<file path="src/hdl/knight_cfg.svh">
`ifndef KNIGHT_CFG_SVH
`define KNIGHT_CFG_SVH

//////////////////////////////
// PID coefficients
//////////////////////////////

// Gain on the saturated heading error.
`define KNIGHT_P_COEFF 16

// Gain on the saturated error difference.
`define KNIGHT_D_COEFF 7

// Length of the error history, current sample counted as the first.
`define KNIGHT_D_DEPTH 3

//////////////////////////////
// Motor drive
//////////////////////////////

// PWM counter width; one period is 2**KNIGHT_PWM_BITS cycles.
`define KNIGHT_PWM_BITS 10

//////////////////////////////
// Sample timing
//////////////////////////////

// Fewest cycles allowed between two heading_rdy pulses.
`define KNIGHT_MIN_SPACING 8

`endif

</file>
<file path="src/hdl/knight_pkg.sv">
package knight_pkg;

  //////////////////////////////
  // Heading path
  //////////////////////////////

  // Heading in 4096ths of a turn, wraps at a full circle.
  typedef logic signed [11:0] heading_t;

  // Heading error, measured minus commanded, shortest way round.
  typedef logic signed [11:0] err_t;

  // Error clamped to +511 / -512.
  typedef logic signed [9:0] err_sat_t;

  //////////////////////////////
  // Speed path
  //////////////////////////////

  // Forward speed, always positive.
  typedef logic [9:0] frwrd_t;

  // Signed wheel speed; sign selects reverse.
  typedef logic signed [10:0] spd_t;

  // Sum of the P, I and D terms.
  typedef logic signed [13:0] pid_term_t;

endpackage

</file>
<file path="src/hdl/heading_err.sv">
module heading_err (
  input  logic                 clk,
  input  logic                 rst_n,
  input  logic                 cmd_vld,          // New commanded heading, one cycle.
  input  knight_pkg::heading_t desired_heading,  // Commanded heading.
  input  logic                 heading_rdy,      // New measured heading, one cycle.
  input  knight_pkg::heading_t heading,          // Measured heading.
  output knight_pkg::err_t     error,            // Held between strobes.
  output logic                 err_vld           // One cycle after heading_rdy.
);

  knight_pkg::heading_t cmd_heading;  // Latched command.
  knight_pkg::err_t     err_wrap;     // Difference folded onto the circle.

  //////////////////////////////
  // Command latch
  //////////////////////////////

  // Holds the last commanded heading until the next cmd_vld.
  always_ff @(posedge clk or negedge rst_n) begin
    if (!rst_n) begin
      cmd_heading <= '0;                  // Straight ahead after reset.
    end else if (cmd_vld) begin
      cmd_heading <= desired_heading;
    end
  end

  //////////////////////////////
  // Wrapped error
  //////////////////////////////

  // A 12 bit subtract is modulo 4096 by itself.
  // Read as signed, the result lies in -2048..+2047,
  // so the error always points the shorter way round.
  assign err_wrap = knight_pkg::err_t'(heading - cmd_heading);

  // Register the error on each measurement.
  always_ff @(posedge clk or negedge rst_n) begin
    if (!rst_n) begin
      error <= '0;                        // Zero error keeps the PID term at zero.
    end else if (heading_rdy) begin
      error <= err_wrap;                  // Hold value until the next strobe.
    end
  end

  // Strobe goes with the registered error.
  always_ff @(posedge clk or negedge rst_n) begin
    if (!rst_n) begin
      err_vld <= 1'b0;
    end else begin
      err_vld <= heading_rdy;             // Exactly one cycle per heading_rdy.
    end
  end

endmodule

</file>
<file path="src/hdl/pid.sv">
`include "knight_cfg.svh"

module pid (
  input  logic               clk,
  input  logic               rst_n,
  input  logic               moving,    // Low clears the speeds and the integrator.
  input  logic               err_vld,   // New error, one cycle.
  input  knight_pkg::err_t   error,     // Heading error from heading_err.
  input  knight_pkg::frwrd_t frwrd,     // Base forward speed.
  output knight_pkg::spd_t   lft_spd,   // Left wheel command.
  output knight_pkg::spd_t   rght_spd   // Right wheel command.
);

  // Valid strobe pipeline.
  logic err_vld_d1, err_vld_d2;         // err_vld_d2 lines up with err_sat.

  // P path.
  knight_pkg::err_sat_t  err_sat0, err_sat;  // Two register saturation stages.
  knight_pkg::pid_term_t p_term;

  // I path.
  logic signed [14:0] err_ext;          // Saturated error widened to 15 bits.
  logic signed [14:0] sum;
  logic signed [14:0] integrator, nxt_integrator;
  logic               ov;               // Same-sign add changed sign.
  logic signed [8:0]  i_term;

  // D path.
  knight_pkg::err_sat_t hist [`KNIGHT_D_DEPTH];  // hist[0] is the newest sample.
  logic signed [10:0]   d_diff;         // One bit wider so the subtract cannot wrap.
  logic signed [7:0]    d_diff_sat;
  logic signed [12:0]   d_term;

  // Sum and outputs.
  knight_pkg::pid_term_t p_half, i_ext, d_ext;
  knight_pkg::pid_term_t pid_term, pid_term_pl;
  knight_pkg::spd_t      pid_top;       // Top 11 bits of the registered sum.
  knight_pkg::spd_t      frwrd_ext;
  knight_pkg::spd_t      raw_lft, raw_rght;

  //////////////////////////////
  // Saturation pipeline
  //////////////////////////////

  // Two stage delay on the strobe to match err_sat0 and err_sat.
  always_ff @(posedge clk or negedge rst_n) begin
    if (!rst_n) begin
      err_vld_d1 <= 1'b0;
      err_vld_d2 <= 1'b0;
    end else begin
      err_vld_d1 <= err_vld;
      err_vld_d2 <= err_vld_d1;
    end
  end

  // Clamp the 12 bit error to 10 bits, then register once more.
  always_ff @(posedge clk or negedge rst_n) begin
    if (!rst_n) begin
      err_sat0 <= '0;
      err_sat  <= '0;
    end else begin
      err_sat0 <= (!error[11] && |error[10:9])    ? 10'sh1FF :  // Above +511.
                  (error[11]  && !(&error[10:9])) ? 10'sh200 :  // Below -512.
                  error[9:0];
      err_sat  <= err_sat0;
    end
  end

  // P term follows the second stage.
  assign p_term = knight_pkg::pid_term_t'(err_sat * `KNIGHT_P_COEFF);

  //////////////////////////////
  // Integrator
  //////////////////////////////

  assign err_ext = {{5{err_sat[9]}}, err_sat};
  assign sum     = err_ext + integrator;

  // Overflow only when both operands share a sign the sum lost.
  assign ov = ~(err_ext[14] ^ integrator[14]) & (err_ext[14] ^ sum[14]);

  assign nxt_integrator = !moving                 ? 15'sh0000 :   // Idle, start over.
                          (err_vld_d2 && !ov)     ? sum :
                          integrator;                             // Hold at the limit.

  always_ff @(posedge clk or negedge rst_n) begin
    if (!rst_n) begin
      integrator <= '0;
    end else begin
      integrator <= nxt_integrator;
    end
  end

  assign i_term = integrator[14:6];     // Upper nine bits.

  //////////////////////////////
  // Derivative
  //////////////////////////////

  // Shift register of saturated errors, advanced per valid sample.
  // Kept through moving-low gaps.
  always_ff @(posedge clk or negedge rst_n) begin
    if (!rst_n) begin
      for (int i = 0; i < `KNIGHT_D_DEPTH; i++) begin
        hist[i] <= '0;
      end
    end else if (err_vld_d2) begin
      hist[0] <= err_sat;
      for (int i = 1; i < `KNIGHT_D_DEPTH; i++) begin
        hist[i] <= hist[i-1];
      end
    end
  end

  // Current error minus the oldest history entry.
  assign d_diff = {err_sat[9], err_sat} - {hist[`KNIGHT_D_DEPTH-1][9], hist[`KNIGHT_D_DEPTH-1]};

  assign d_diff_sat = (!d_diff[10] && |d_diff[9:7])    ? 8'sh7F :  // Above +127.
                      (d_diff[10]  && !(&d_diff[9:7])) ? 8'sh80 :  // Below -128.
                      d_diff[7:0];

  assign d_term = 13'(d_diff_sat * `KNIGHT_D_COEFF);

  //////////////////////////////
  // PID sum
  //////////////////////////////

  assign p_half = p_term >>> 1;                   // P weighted by one half.
  assign i_ext  = {{5{i_term[8]}}, i_term};
  assign d_ext  = {d_term[12], d_term};

  assign pid_term = p_half + i_ext + d_ext;       // Range fits 14 bits.

  // Pipeline register for the sum.
  always_ff @(posedge clk or negedge rst_n) begin
    if (!rst_n) begin
      pid_term_pl <= '0;
    end else begin
      pid_term_pl <= pid_term;
    end
  end

  //////////////////////////////
  // Wheel speeds
  //////////////////////////////

  assign pid_top   = pid_term_pl[13:3];
  assign frwrd_ext = {1'b0, frwrd};               // Forward speed is never negative.

  assign raw_lft  = moving ? frwrd_ext + pid_top : 11'sh000;
  assign raw_rght = moving ? frwrd_ext - pid_top : 11'sh000;

  // Positive correction that came out negative wrapped; pin to full forward.
  assign lft_spd  = (!pid_term_pl[13] && raw_lft[10])  ? 11'sh3FF : raw_lft;

  // Same for the right side, where a negative correction adds.
  assign rght_spd = (pid_term_pl[13]  && raw_rght[10]) ? 11'sh3FF : raw_rght;

endmodule

</file>
<file path="src/hdl/mtr_drv.sv">
`include "knight_cfg.svh"

module mtr_drv (
  input  logic             clk,
  input  logic             rst_n,
  input  knight_pkg::spd_t lft_spd,    // Signed left speed.
  input  knight_pkg::spd_t rght_spd,   // Signed right speed.
  output logic             lft_pwm,    // Left PWM waveform.
  output logic             rght_pwm,   // Right PWM waveform.
  output logic             lft_rev,    // Left wheel runs backward.
  output logic             rght_rev    // Right wheel runs backward.
);

  logic [`KNIGHT_PWM_BITS-1:0] cnt;        // Shared PWM counter.
  logic [`KNIGHT_PWM_BITS-1:0] lft_duty;   // Left high time per period.
  logic [`KNIGHT_PWM_BITS-1:0] rght_duty;  // Right high time per period.

  //////////////////////////////
  // Duty from speed
  //////////////////////////////

  // Magnitude of a signed speed, limited to the counter range.
  // -1024 has magnitude 1024, one step past the top.
  function automatic logic [`KNIGHT_PWM_BITS-1:0] duty_of(input knight_pkg::spd_t spd);
    logic [`KNIGHT_PWM_BITS:0] mag;
    mag = spd[`KNIGHT_PWM_BITS] ? $unsigned(-spd) : $unsigned(spd);
    if (mag[`KNIGHT_PWM_BITS]) begin
      duty_of = {`KNIGHT_PWM_BITS{1'b1}};  // Clamp at 1023.
    end else begin
      duty_of = mag[`KNIGHT_PWM_BITS-1:0];
    end
  endfunction

  assign lft_duty  = duty_of(lft_spd);
  assign rght_duty = duty_of(rght_spd);

  //////////////////////////////
  // PWM counter
  //////////////////////////////

  // Free running; one wrap is one PWM period.
  always_ff @(posedge clk or negedge rst_n) begin
    if (!rst_n) begin
      cnt <= '0;
    end else begin
      cnt <= cnt + 1'b1;
    end
  end

  //////////////////////////////
  // Outputs
  //////////////////////////////

  // High while the counter is below the duty.
  // Over a full period that gives exactly duty high cycles.
  always_ff @(posedge clk or negedge rst_n) begin
    if (!rst_n) begin
      lft_pwm  <= 1'b0;
      rght_pwm <= 1'b0;
    end else begin
      lft_pwm  <= (cnt < lft_duty);
      rght_pwm <= (cnt < rght_duty);
    end
  end

  // Direction is the sign bit, registered alongside the PWM.
  always_ff @(posedge clk or negedge rst_n) begin
    if (!rst_n) begin
      lft_rev  <= 1'b0;
      rght_rev <= 1'b0;
    end else begin
      lft_rev  <= lft_spd[`KNIGHT_PWM_BITS];   // Sign bit of an 11 bit speed.
      rght_rev <= rght_spd[`KNIGHT_PWM_BITS];
    end
  end

endmodule

</file>
<file path="src/hdl/heading_ctrl.sv">
module heading_ctrl (
  input  logic                 clk,
  input  logic                 rst_n,
  input  logic                 cmd_vld,          // New command, one cycle.
  input  knight_pkg::heading_t desired_heading,
  input  logic                 heading_rdy,      // New measurement, one cycle.
  input  knight_pkg::heading_t heading,
  input  logic                 moving,           // Level; low stops both wheels.
  input  knight_pkg::frwrd_t   frwrd,            // Base forward speed.
  output knight_pkg::spd_t     lft_spd,          // Telemetry copy of the speeds.
  output knight_pkg::spd_t     rght_spd,
  output logic                 lft_pwm,
  output logic                 rght_pwm,
  output logic                 lft_rev,
  output logic                 rght_rev
);

  knight_pkg::err_t error;    // Wrapped heading error.
  logic             err_vld;  // Error strobe.

  //////////////////////////////
  // Error stage
  //////////////////////////////

  heading_err u_heading_err (
    .clk             (clk),
    .rst_n           (rst_n),
    .cmd_vld         (cmd_vld),
    .desired_heading (desired_heading),
    .heading_rdy     (heading_rdy),
    .heading         (heading),
    .error           (error),
    .err_vld         (err_vld)
  );

  //////////////////////////////
  // PID stage
  //////////////////////////////

  pid u_pid (
    .clk      (clk),
    .rst_n    (rst_n),
    .moving   (moving),
    .err_vld  (err_vld),
    .error    (error),
    .frwrd    (frwrd),
    .lft_spd  (lft_spd),      // Also drives the motor stage.
    .rght_spd (rght_spd)
  );

  //////////////////////////////
  // Motor stage
  //////////////////////////////

  mtr_drv u_mtr_drv (
    .clk      (clk),
    .rst_n    (rst_n),
    .lft_spd  (lft_spd),
    .rght_spd (rght_spd),
    .lft_pwm  (lft_pwm),
    .rght_pwm (rght_pwm),
    .lft_rev  (lft_rev),
    .rght_rev (rght_rev)
  );

endmodule

</file>
<file path="config.mk">
export PLATFORM = sky130hd
export DESIGN_NAME = heading_ctrl
export DESIGN_NICKNAME = d
export VERILOG_FILES = /design/src/hdl/knight_pkg.sv /design/src/hdl/heading_err.sv /design/src/hdl/pid.sv /design/src/hdl/mtr_drv.sv /design/src/hdl/heading_ctrl.sv
export VERILOG_INCLUDE_DIRS = /design/src /design/src/hdl
export SDC_FILE = /design/constraint.sdc
export NUM_CORES = 1
export LEC_CHECK = 0
export BUFFER_PORTS_ARGS = -buffer_cell sky130_fd_sc_hd__clkbuf_2
export CORE_MARGIN = 5
export CORE_UTILIZATION = 43
export CTS_BUF_LIST = sky130_fd_sc_hd__clkbuf_16
export CTS_CLUSTER_SIZE = 14
export DETAILED_ROUTE_END_ITERATION = 8
export GPL_TIMING_DRIVEN = 1
export SETUP_SLACK_MARGIN = 0.05
export SLEW_MARGIN = 40
export SYNTH_ARGS = -nofsm -noshare
export SYNTH_HDL_FRONTEND = slang
export SYNTH_SLANG_ARGS = --single-unit
</file>
<file path="constraint.sdc">
create_clock -name clk -period 7.8 [get_ports clk]
set_clock_uncertainty 0.05 [all_clocks]
set_input_delay 0.39 -clock clk [delete_from_list [all_inputs] [get_ports clk]]
set_output_delay 0.39 -clock clk [all_outputs]
set_load 0.005 [all_outputs]
</file>
==> impl_metrics.py, run 1 <==
metrics = {
    "clocking": {
        "cts_buffer_depth": 2,
        "cts-resized-gates": 0,
        "cts_made_buffers": 17,
        "htree_num_levels": 4,
        "path_clk_slew_ns": 0.06,
        "cts_root_buf": "clkbuf_16",
        "cts_setup_buffers": 0,
        "hold_buffers": 1,
        "clk_latency_ns": 0.42,
        "tritoncts": "built",
        "cts_sinks": 117,
    },
    "grt": {
        "grt_pass1_wl_mm": 35.1,
        "grt_use_total_pct": 17.7,
        "grt_max_degree": 81,
        "gr-total-overflow": 0,
        "grt_pass1_vias": 7024,
        "antenna_found_initial": 0,
    },
    "setup_path": {
        "arrival_ns": 7.16,
        "path_common_cell": "fa_1",
        "crit_path_end_kind": "flip-flop",
        "cp_slowest_stage_delay_ns": 0.56,
        "r2r_start": "u_pid.err_sat[0]",
        "cp_slowest_cell": "a32oi_1",
        "rr_worst_depth": 26,
        "r2r_slack_ns": 0.93,
        "critPathKind": "flip-flop to flip-flop",
        "worstPathRequired_ns": 8.09,
        "path_delay_family": "compound AO/OA/AOI/OAI gates",
        "critPathBufInv": 4,
        "startpoint": "u_pid.err_sat[0]",
        "crit_fanout": 9,
        "rr_endpoint": "u_pid.pid_term_pl[12]",
        "startpoint_type": "flip-flop",
    },
    "timing": {
        "period_share_pct": 88.1,
        "fmax_mhz": 146,
        "finalHoldViolations": 0,
        "max_slew.worst_pin.slew_ns": 0.737,
        "min_period_ns": 6.87,
        "fin_ws_ns": 0.929,
        "finalSetupTns_ns": 0,
        "finalMaxSlewViolations": 0,
        "setup_viol": 0,
        "rsz0062_at_grt": "false",
        "slew_headroom_pct": 50.9,
    },
    "die": {
        "dieArea_um2": 24700,
        "core_area_um2": 21200,
        "die_x_um": 157,
        "initial_utilization_pct": 44.0,
        "dieHeight_um": 157,
        "ioPinCount": 65,
        "rows": 53,
    },
    "drt": {
        "dr.pass1.iters": 5,
        "antenna_left": 0,
        "wl_mm": 21.2,
        "detail_route.wl_per_cell_um": 15.4,
        "drt-initial-drc-count": 387,
        "post-route-drc-count": 0,
        "via_per_inst": 5.25,
        "vias": 7227,
    },
    "cells_and_area": {
        "n_fill_cell": 1987,
        "final_layout_size_suffix_gt1_share_pct": 13.2,
        "area_growth_syn_to_layout_pct": 12.8,
        "diodes": 0,
        "layout_commonest_cell": "inv_1",
        "layout_common_cells": "inv_1 (136), dfrtp_1 (117), ha_1 (98)",
        "fin_nets": 1258,
    },
    "synth": {
        "synthCells": 1031,
        "synth_edf_count": 0,
        "postSynth.asyncResetShare_pct": 100,
        "ys_warn_count": 0,
        "yosysSeqAreaShare_pct": 31.4,
        "synthFlopType": "dfrtp_1",
        "syn_nets": 1201,
        "syn_area_um2": 9310,
        "syn_avg_cell_area_um2": 9.03,
        "ys_ff_latch": 117,
        "yosysUniqueCellTypes": 69,
    },
    "placement": {
        "place.gp.congestion": 0.887,
        "port-buffer-count": 64,
        "dp_slack_ns": 0.950,
        "dpl.hpwl_mm": 16.3,
    },
    "worst_hold_path": {
        "holdPathStages": 3,
        "holdCritPathClass": "primary input to flip-flop",
        "hp-start": "desired_heading[6]",
        "worst_hold_path.endpoint": "u_heading_err.cmd_heading[6]",
    },
    "run_status": {
        "status": "finished, final reports clean",
    },
    "job": {
        "max_cap_violations": 0,
    },
}
worst reg2reg max path, stage by stage, from the launching register on:
cell and delay [ns]:
dfrtp_1 0.39, inv_1 0.12, ha_1 0.19, inv_1 0.06, fa_1 0.42, a211oi_1 0.33, o21ai_1 0.16, o21a_1 0.19
a2111oi_0 0.43, nor2_1 0.08, a32oi_1 0.56, o21ai_0 0.33, inv_1 0.14, fa_1 0.43, fa_1 0.47, fa_1 0.55
inv_1 0.07, fa_1 0.45, a21o_1 0.17, a21oi_1 0.22, o21bai_1 0.09, a21oi_1 0.23, o21bai_1 0.09, a21oi_1 0.22
o21bai_1 0.09, a21oi_1 0.17, xnor2_1 0.13
area by class of cell:
class | count | area (µm²) | area share [%]
Clock inverter | 15 | 170 | 1.62
Sequential cell | 117 | 2930 | 27.9
Clock buffer | 17 | 425 | 4.05
Tap cell | 275 | 344 | 3.28
Timing Repair Buffer | 70 | 377 | 3.59
Inverter | 139 | 522 | 4.97
Multi-Input combinational cell | 743 | 5740 | 54.6
flip-flops by register name (all words and copies together), names as in the netlist:
| name | cells |
|---|---|
| u_pid.err_vld_d2 | 1 |
| u_heading_err.error | 12 |
| u_pid.err_sat | 10 |
| u_mtr_drv.cnt | 10 |
| u_mtr_drv.rght_pwm | 1 |
| u_mtr_drv.lft_pwm | 1 |
| u_pid.hist | 30 |
| u_pid.err_vld_d1 | 1 |
| u_pid.integrator | 15 |
| u_mtr_drv.rght_rev | 1 |
| u_mtr_drv.lft_rev | 1 |
| u_pid.err_sat0 | 10 |
| u_pid.pid_term_pl | 11 |
| u_heading_err.err_vld | 1 |
| u_heading_err.cmd_heading | 12 |
synthesized netlist by cell type, types with 4 or more instances:
| library cell | n | area (µm²) |
|---|---|---|
| inv_1 | 135 | 507 |
| o21bai_1 | 11 | 82.6 |
| a21o_1 | 27 | 203 |
| nor2_1 | 80 | 300 |
| dfrtp_1 | 117 | 2930 |
| xor2_1 | 21 | 184 |
| nand2_1 | 66 | 248 |
| or3_1 | 6 | 37.5 |
| or2_2 | 4 | 25.0 |
| nor3_1 | 19 | 95.1 |
| a21oi_1 | 60 | 300 |
| nand2b_1 | 5 | 31.3 |
| o21ai_1 | 9 | 45.0 |
| and2_1 | 6 | 37.5 |
| ha_1 | 98 | 1230 |
| nor3b_1 | 4 | 30.0 |
| nor2b_1 | 13 | 81.3 |
| o31ai_1 | 13 | 97.6 |
| a31oi_1 | 7 | 43.8 |
| o211ai_1 | 14 | 105 |
| o21ai_0 | 51 | 255 |
| and3_1 | 6 | 37.5 |
| mux2_2 | 27 | 304 |
| fa_1 | 33 | 661 |
| a2111oi_0 | 8 | 70.1 |
| o21a_1 | 11 | 82.6 |
| nor4_1 | 4 | 25.0 |
| a21boi_0 | 5 | 37.5 |
| nand4_1 | 7 | 43.8 |
| clkbuf_1 | 29 | 109 |
| nand3b_1 | 4 | 30.0 |
| nand3_1 | 29 | 145 |
| o2111ai_1 | 4 | 35.0 |
| o31a_1 | 6 | 52.6 |
| xnor2_1 | 40 | 350 |
how the worst max path moves through the flow:
stage,cells after the start,to
finish,26,u_pid.pid_term_pl[12]
global route,26,u_pid.pid_term_pl[12]
CTS,26,u_pid.pid_term_pl[12]
detailed placement,26,u_pid.pid_term_pl[12]
global placement,26,u_pid.pid_term_pl[12]
floorplan,26,u_pid.pid_term_pl[12]
cell families (layout without fill, tap and decap cells):
group	count (synthesis)	after routing	share of synthesized area, %
buffers and inverters	171	241	6.97
XOR/XNOR	61	61	5.74
adder cells (fa/ha/maj)	132	132	20.4
multiplexers	29	29	3.48
AO/OA/AOI/OAI	258	258	18.4
flip-flops	117	117	31.4
AND/OR/NAND/NOR	263	263	13.5
stage by stage:
stage	std cells	util, %	instance area [µm²]	hold slack [ns]
after floorplan	1031	-	9310	0.0444
after global placement	1343	46.7	9890	0.282
after detailed placement	1343	46.8	9890	0.285
after CTS	1376	49.6	10500	0.111
after global routing	1376	49.7	10500	0.113
final	1376	49.7	10500	0.121
metal layers:
layer / wire (µm) / vias to the layer above / track usage (%)
met5: 0 / - / 0
met1: 10100 / 3400 / 23.7
met2: 10000 / 115 / 29.4
li1: - / 3678 / -
met4: 424 / 0 / 5.28
met3: 698 / 34 / 3.30
Power of run 1 is not shown: default switching activity piles up to over one toggle a cycle in this logic, so the estimate is an artifact.
==> inputs of run 2 (changes only) <==
Settings changed: CELL_PAD_IN_SITES_DETAIL_PLACEMENT set to 0, CELL_PAD_IN_SITES_GLOBAL_PLACEMENT set to 2, CORE_UTILIZATION 43 to 39, PLACE_DENSITY_LB_ADDON set to 0.1.
==> run 2 against run 1 <==
First-iteration DRC count increased by 10%. Sequential share of layout area decreased by 0.14 points. Maximum frequency decreased by 1.3%. Cell area increased by 0.50%. Die area increased by 9.6%. Via count increased by 0.22%. Register-to-register slack got worse by 0.09 ns. Critical path depth unchanged. Global-route usage decreased by 0.43 points. Clock-buffer cell count unchanged.
==> impl_metrics.py, run 2 (synthesis results as in run 1) <==
metrics = {
    "timing": {
        "finalMaxSlewViolations": 0,
        "setup_viol": 0,
        "min_period_ns": 6.96,
        "max_slew.worst_pin.slew_ns": 0.872,
        "fmax_mhz": 144,
        "finalSetupTns_ns": 0,
        "period_share_pct": 89.2,
        "fin_ws_ns": 0.842,
        "rsz0062_at_grt": "false",
        "finalHoldViolations": 0,
        "slew_headroom_pct": 40.4,
    },
    "cells_and_area": {
        "diodes": 0,
        "top_register": "u_pid.hist",
        "area_growth_syn_to_layout_pct": 13.4,
        "final_layout_size_suffix_gt1_share_pct": 13.2,
        "layout_common_cells": "inv_1 (135), dfrtp_1 (117), ha_1 (98)",
        "final_cells": 1420,
        "largest_reg_flops": 30,
        "fin_util_pct": 45.0,
        "reg_top3": "u_pid.hist: 30 flops, u_pid.integrator: 15 flops",
        "layout_commonest_cell": "inv_1",
        "fin_nets": 1258,
    },
    "grt": {
        "use_met3_pct": 3.17,
        "grt.met1_usage_pct": 22.8,
        "grt.busiest_layer": "met2",
        "grt_use_total_pct": 17.3,
        "use_met2_pct": 28.9,
        "grt_max_degree": 68,
        "antenna_found_initial": 0,
        "grt_pass1_vias": 7263,
        "grt_pass1_wl_mm": 37.2,
        "gr-total-overflow": 0,
    },
    "setup_path": {
        "critPathKind": "flip-flop to flip-flop",
        "rr_endpoint": "u_pid.pid_term_pl[12]",
        "arrival_ns": 7.24,
        "crit_fanout": 9,
        "r2r_slack_ns": 0.84,
        "startpoint_type": "flip-flop",
        "r2r_start": "u_pid.err_sat[0]",
        "rr_worst_depth": 26,
        "worstPathRequired_ns": 8.08,
        "crit_path_end_kind": "flip-flop",
    },
    "die": {
        "dieArea_um2": 27100,
        "dieHeight_um": 165,
        "rows": 56,
        "die_x_um": 165,
        "initial_utilization_pct": 39.7,
        "core_area_um2": 23500,
        "ioPinCount": 65,
    },
    "placement": {
        "port-buffer-count": 64,
        "place.gp.congestion": 0.826,
        "dp_slack_ns": 0.766,
        "dpl.hpwl_mm": 17.7,
        "placed_cells": 1387,
    },
    "drt": {
        "drt-initial-drc-count": 427,
        "detail_route.wl_per_cell_um": 16.0,
        "antenna_left": 0,
        "dr.pass1.iters": 5,
        "vias": 7243,
        "wl_mm": 22.7,
        "post-route-drc-count": 0,
        "via_per_inst": 5.10,
    },
    "clocking": {
        "cts_root_buf": "clkbuf_16",
        "cts-resized-gates": 0,
        "htree_num_levels": 4,
        "cts_made_buffers": 17,
        "cts_buffer_depth": 2,
        "tritoncts": "built",
        "clk_latency_ns": 0.41,
        "cts_sinks": 117,
        "path_clk_slew_ns": 0.06,
    },
    "worst_hold_path": {
        "holdPathStages": 3,
        "worst_hold_path.endpoint": "u_heading_err.cmd_heading[10]",
        "holdCritPathClass": "primary input to flip-flop",
        "hp-start": "desired_heading[10]",
    },
    "run_status": {
        "status": "finished, final reports clean",
    },
    "job": {
        "max_cap_violations": 0,
    },
}
-- run 2: cell type report --
| cell class | count | area, µm² |
|---|---|---|
| timing repair buffer | 70 | 374 |
| clock buffer | 17 | 425 |
| fill | 2361 | 12900 |
| sequential | 117 | 2930 |
| clock inverter | 15 | 170 |
| inverter | 139 | 522 |
| multi-input combinational | 743 | 5740 |
| tap | 319 | 399 |
-- run 2: worst max-delay path by stage --
stage                      from               endpoint  slack, ns  cells past startpoint
3_3_place_gp   u_pid.err_sat[0]  u_pid.pid_term_pl[12]       0.93                     26
4_1_cts        u_pid.err_sat[0]  u_pid.pid_term_pl[12]       0.75                     26
3_5_place_dp   u_pid.err_sat[0]  u_pid.pid_term_pl[12]       0.77                     26
5_1_grt        u_pid.err_sat[0]  u_pid.pid_term_pl[12]       0.18                     26
6_report       u_pid.err_sat[0]  u_pid.pid_term_pl[12]       0.84                     26
2_1_floorplan  u_pid.err_sat[0]  u_pid.pid_term_pl[12]       1.67                     26
-- run 2: what timing repair did --
item	CTS	global route
hold buffers	1	0
setup buffers	0	0
hold endpoints to repair	66	0
setup endpoints to repair	0	0
-- run 2: per-stage QoR --
stage,hold slack (ns),instance area (µm²)
CTS,0.112,10600
detailed placement,0.286,9950
finish,0.131,10600
floorplan,0.0444,9310
global placement,0.283,9940
global route,0.118,10600
-- run 2: metal layers --
layer / vias up / routed length, µm
met2: 110 / 10800
met1: 3428 / 10700
met5: - / 0
li1: 3680 / -
met3: 25 / 755
met4: 0 / 486
-- run 2: worst max-delay path: stages (launching register included) --
cell and delay (ns):
dfrtp_1 0.39, inv_1 0.12, ha_1 0.19, inv_1 0.05, fa_1 0.42, a211oi_1 0.32, o21ai_1 0.14, o21a_1 0.18
a2111oi_0 0.43, nor2_1 0.08, a32oi_1 0.62, o21ai_0 0.33, inv_1 0.14, fa_1 0.44, fa_1 0.48, fa_1 0.54
inv_1 0.06, fa_1 0.46, a21o_1 0.19, a21oi_1 0.22, o21bai_1 0.09, a21oi_1 0.23, o21bai_1 0.09, a21oi_1 0.22
o21bai_1 0.09, a21oi_1 0.17, xnor2_1 0.13
Power of run 2 is left out for the same reason.
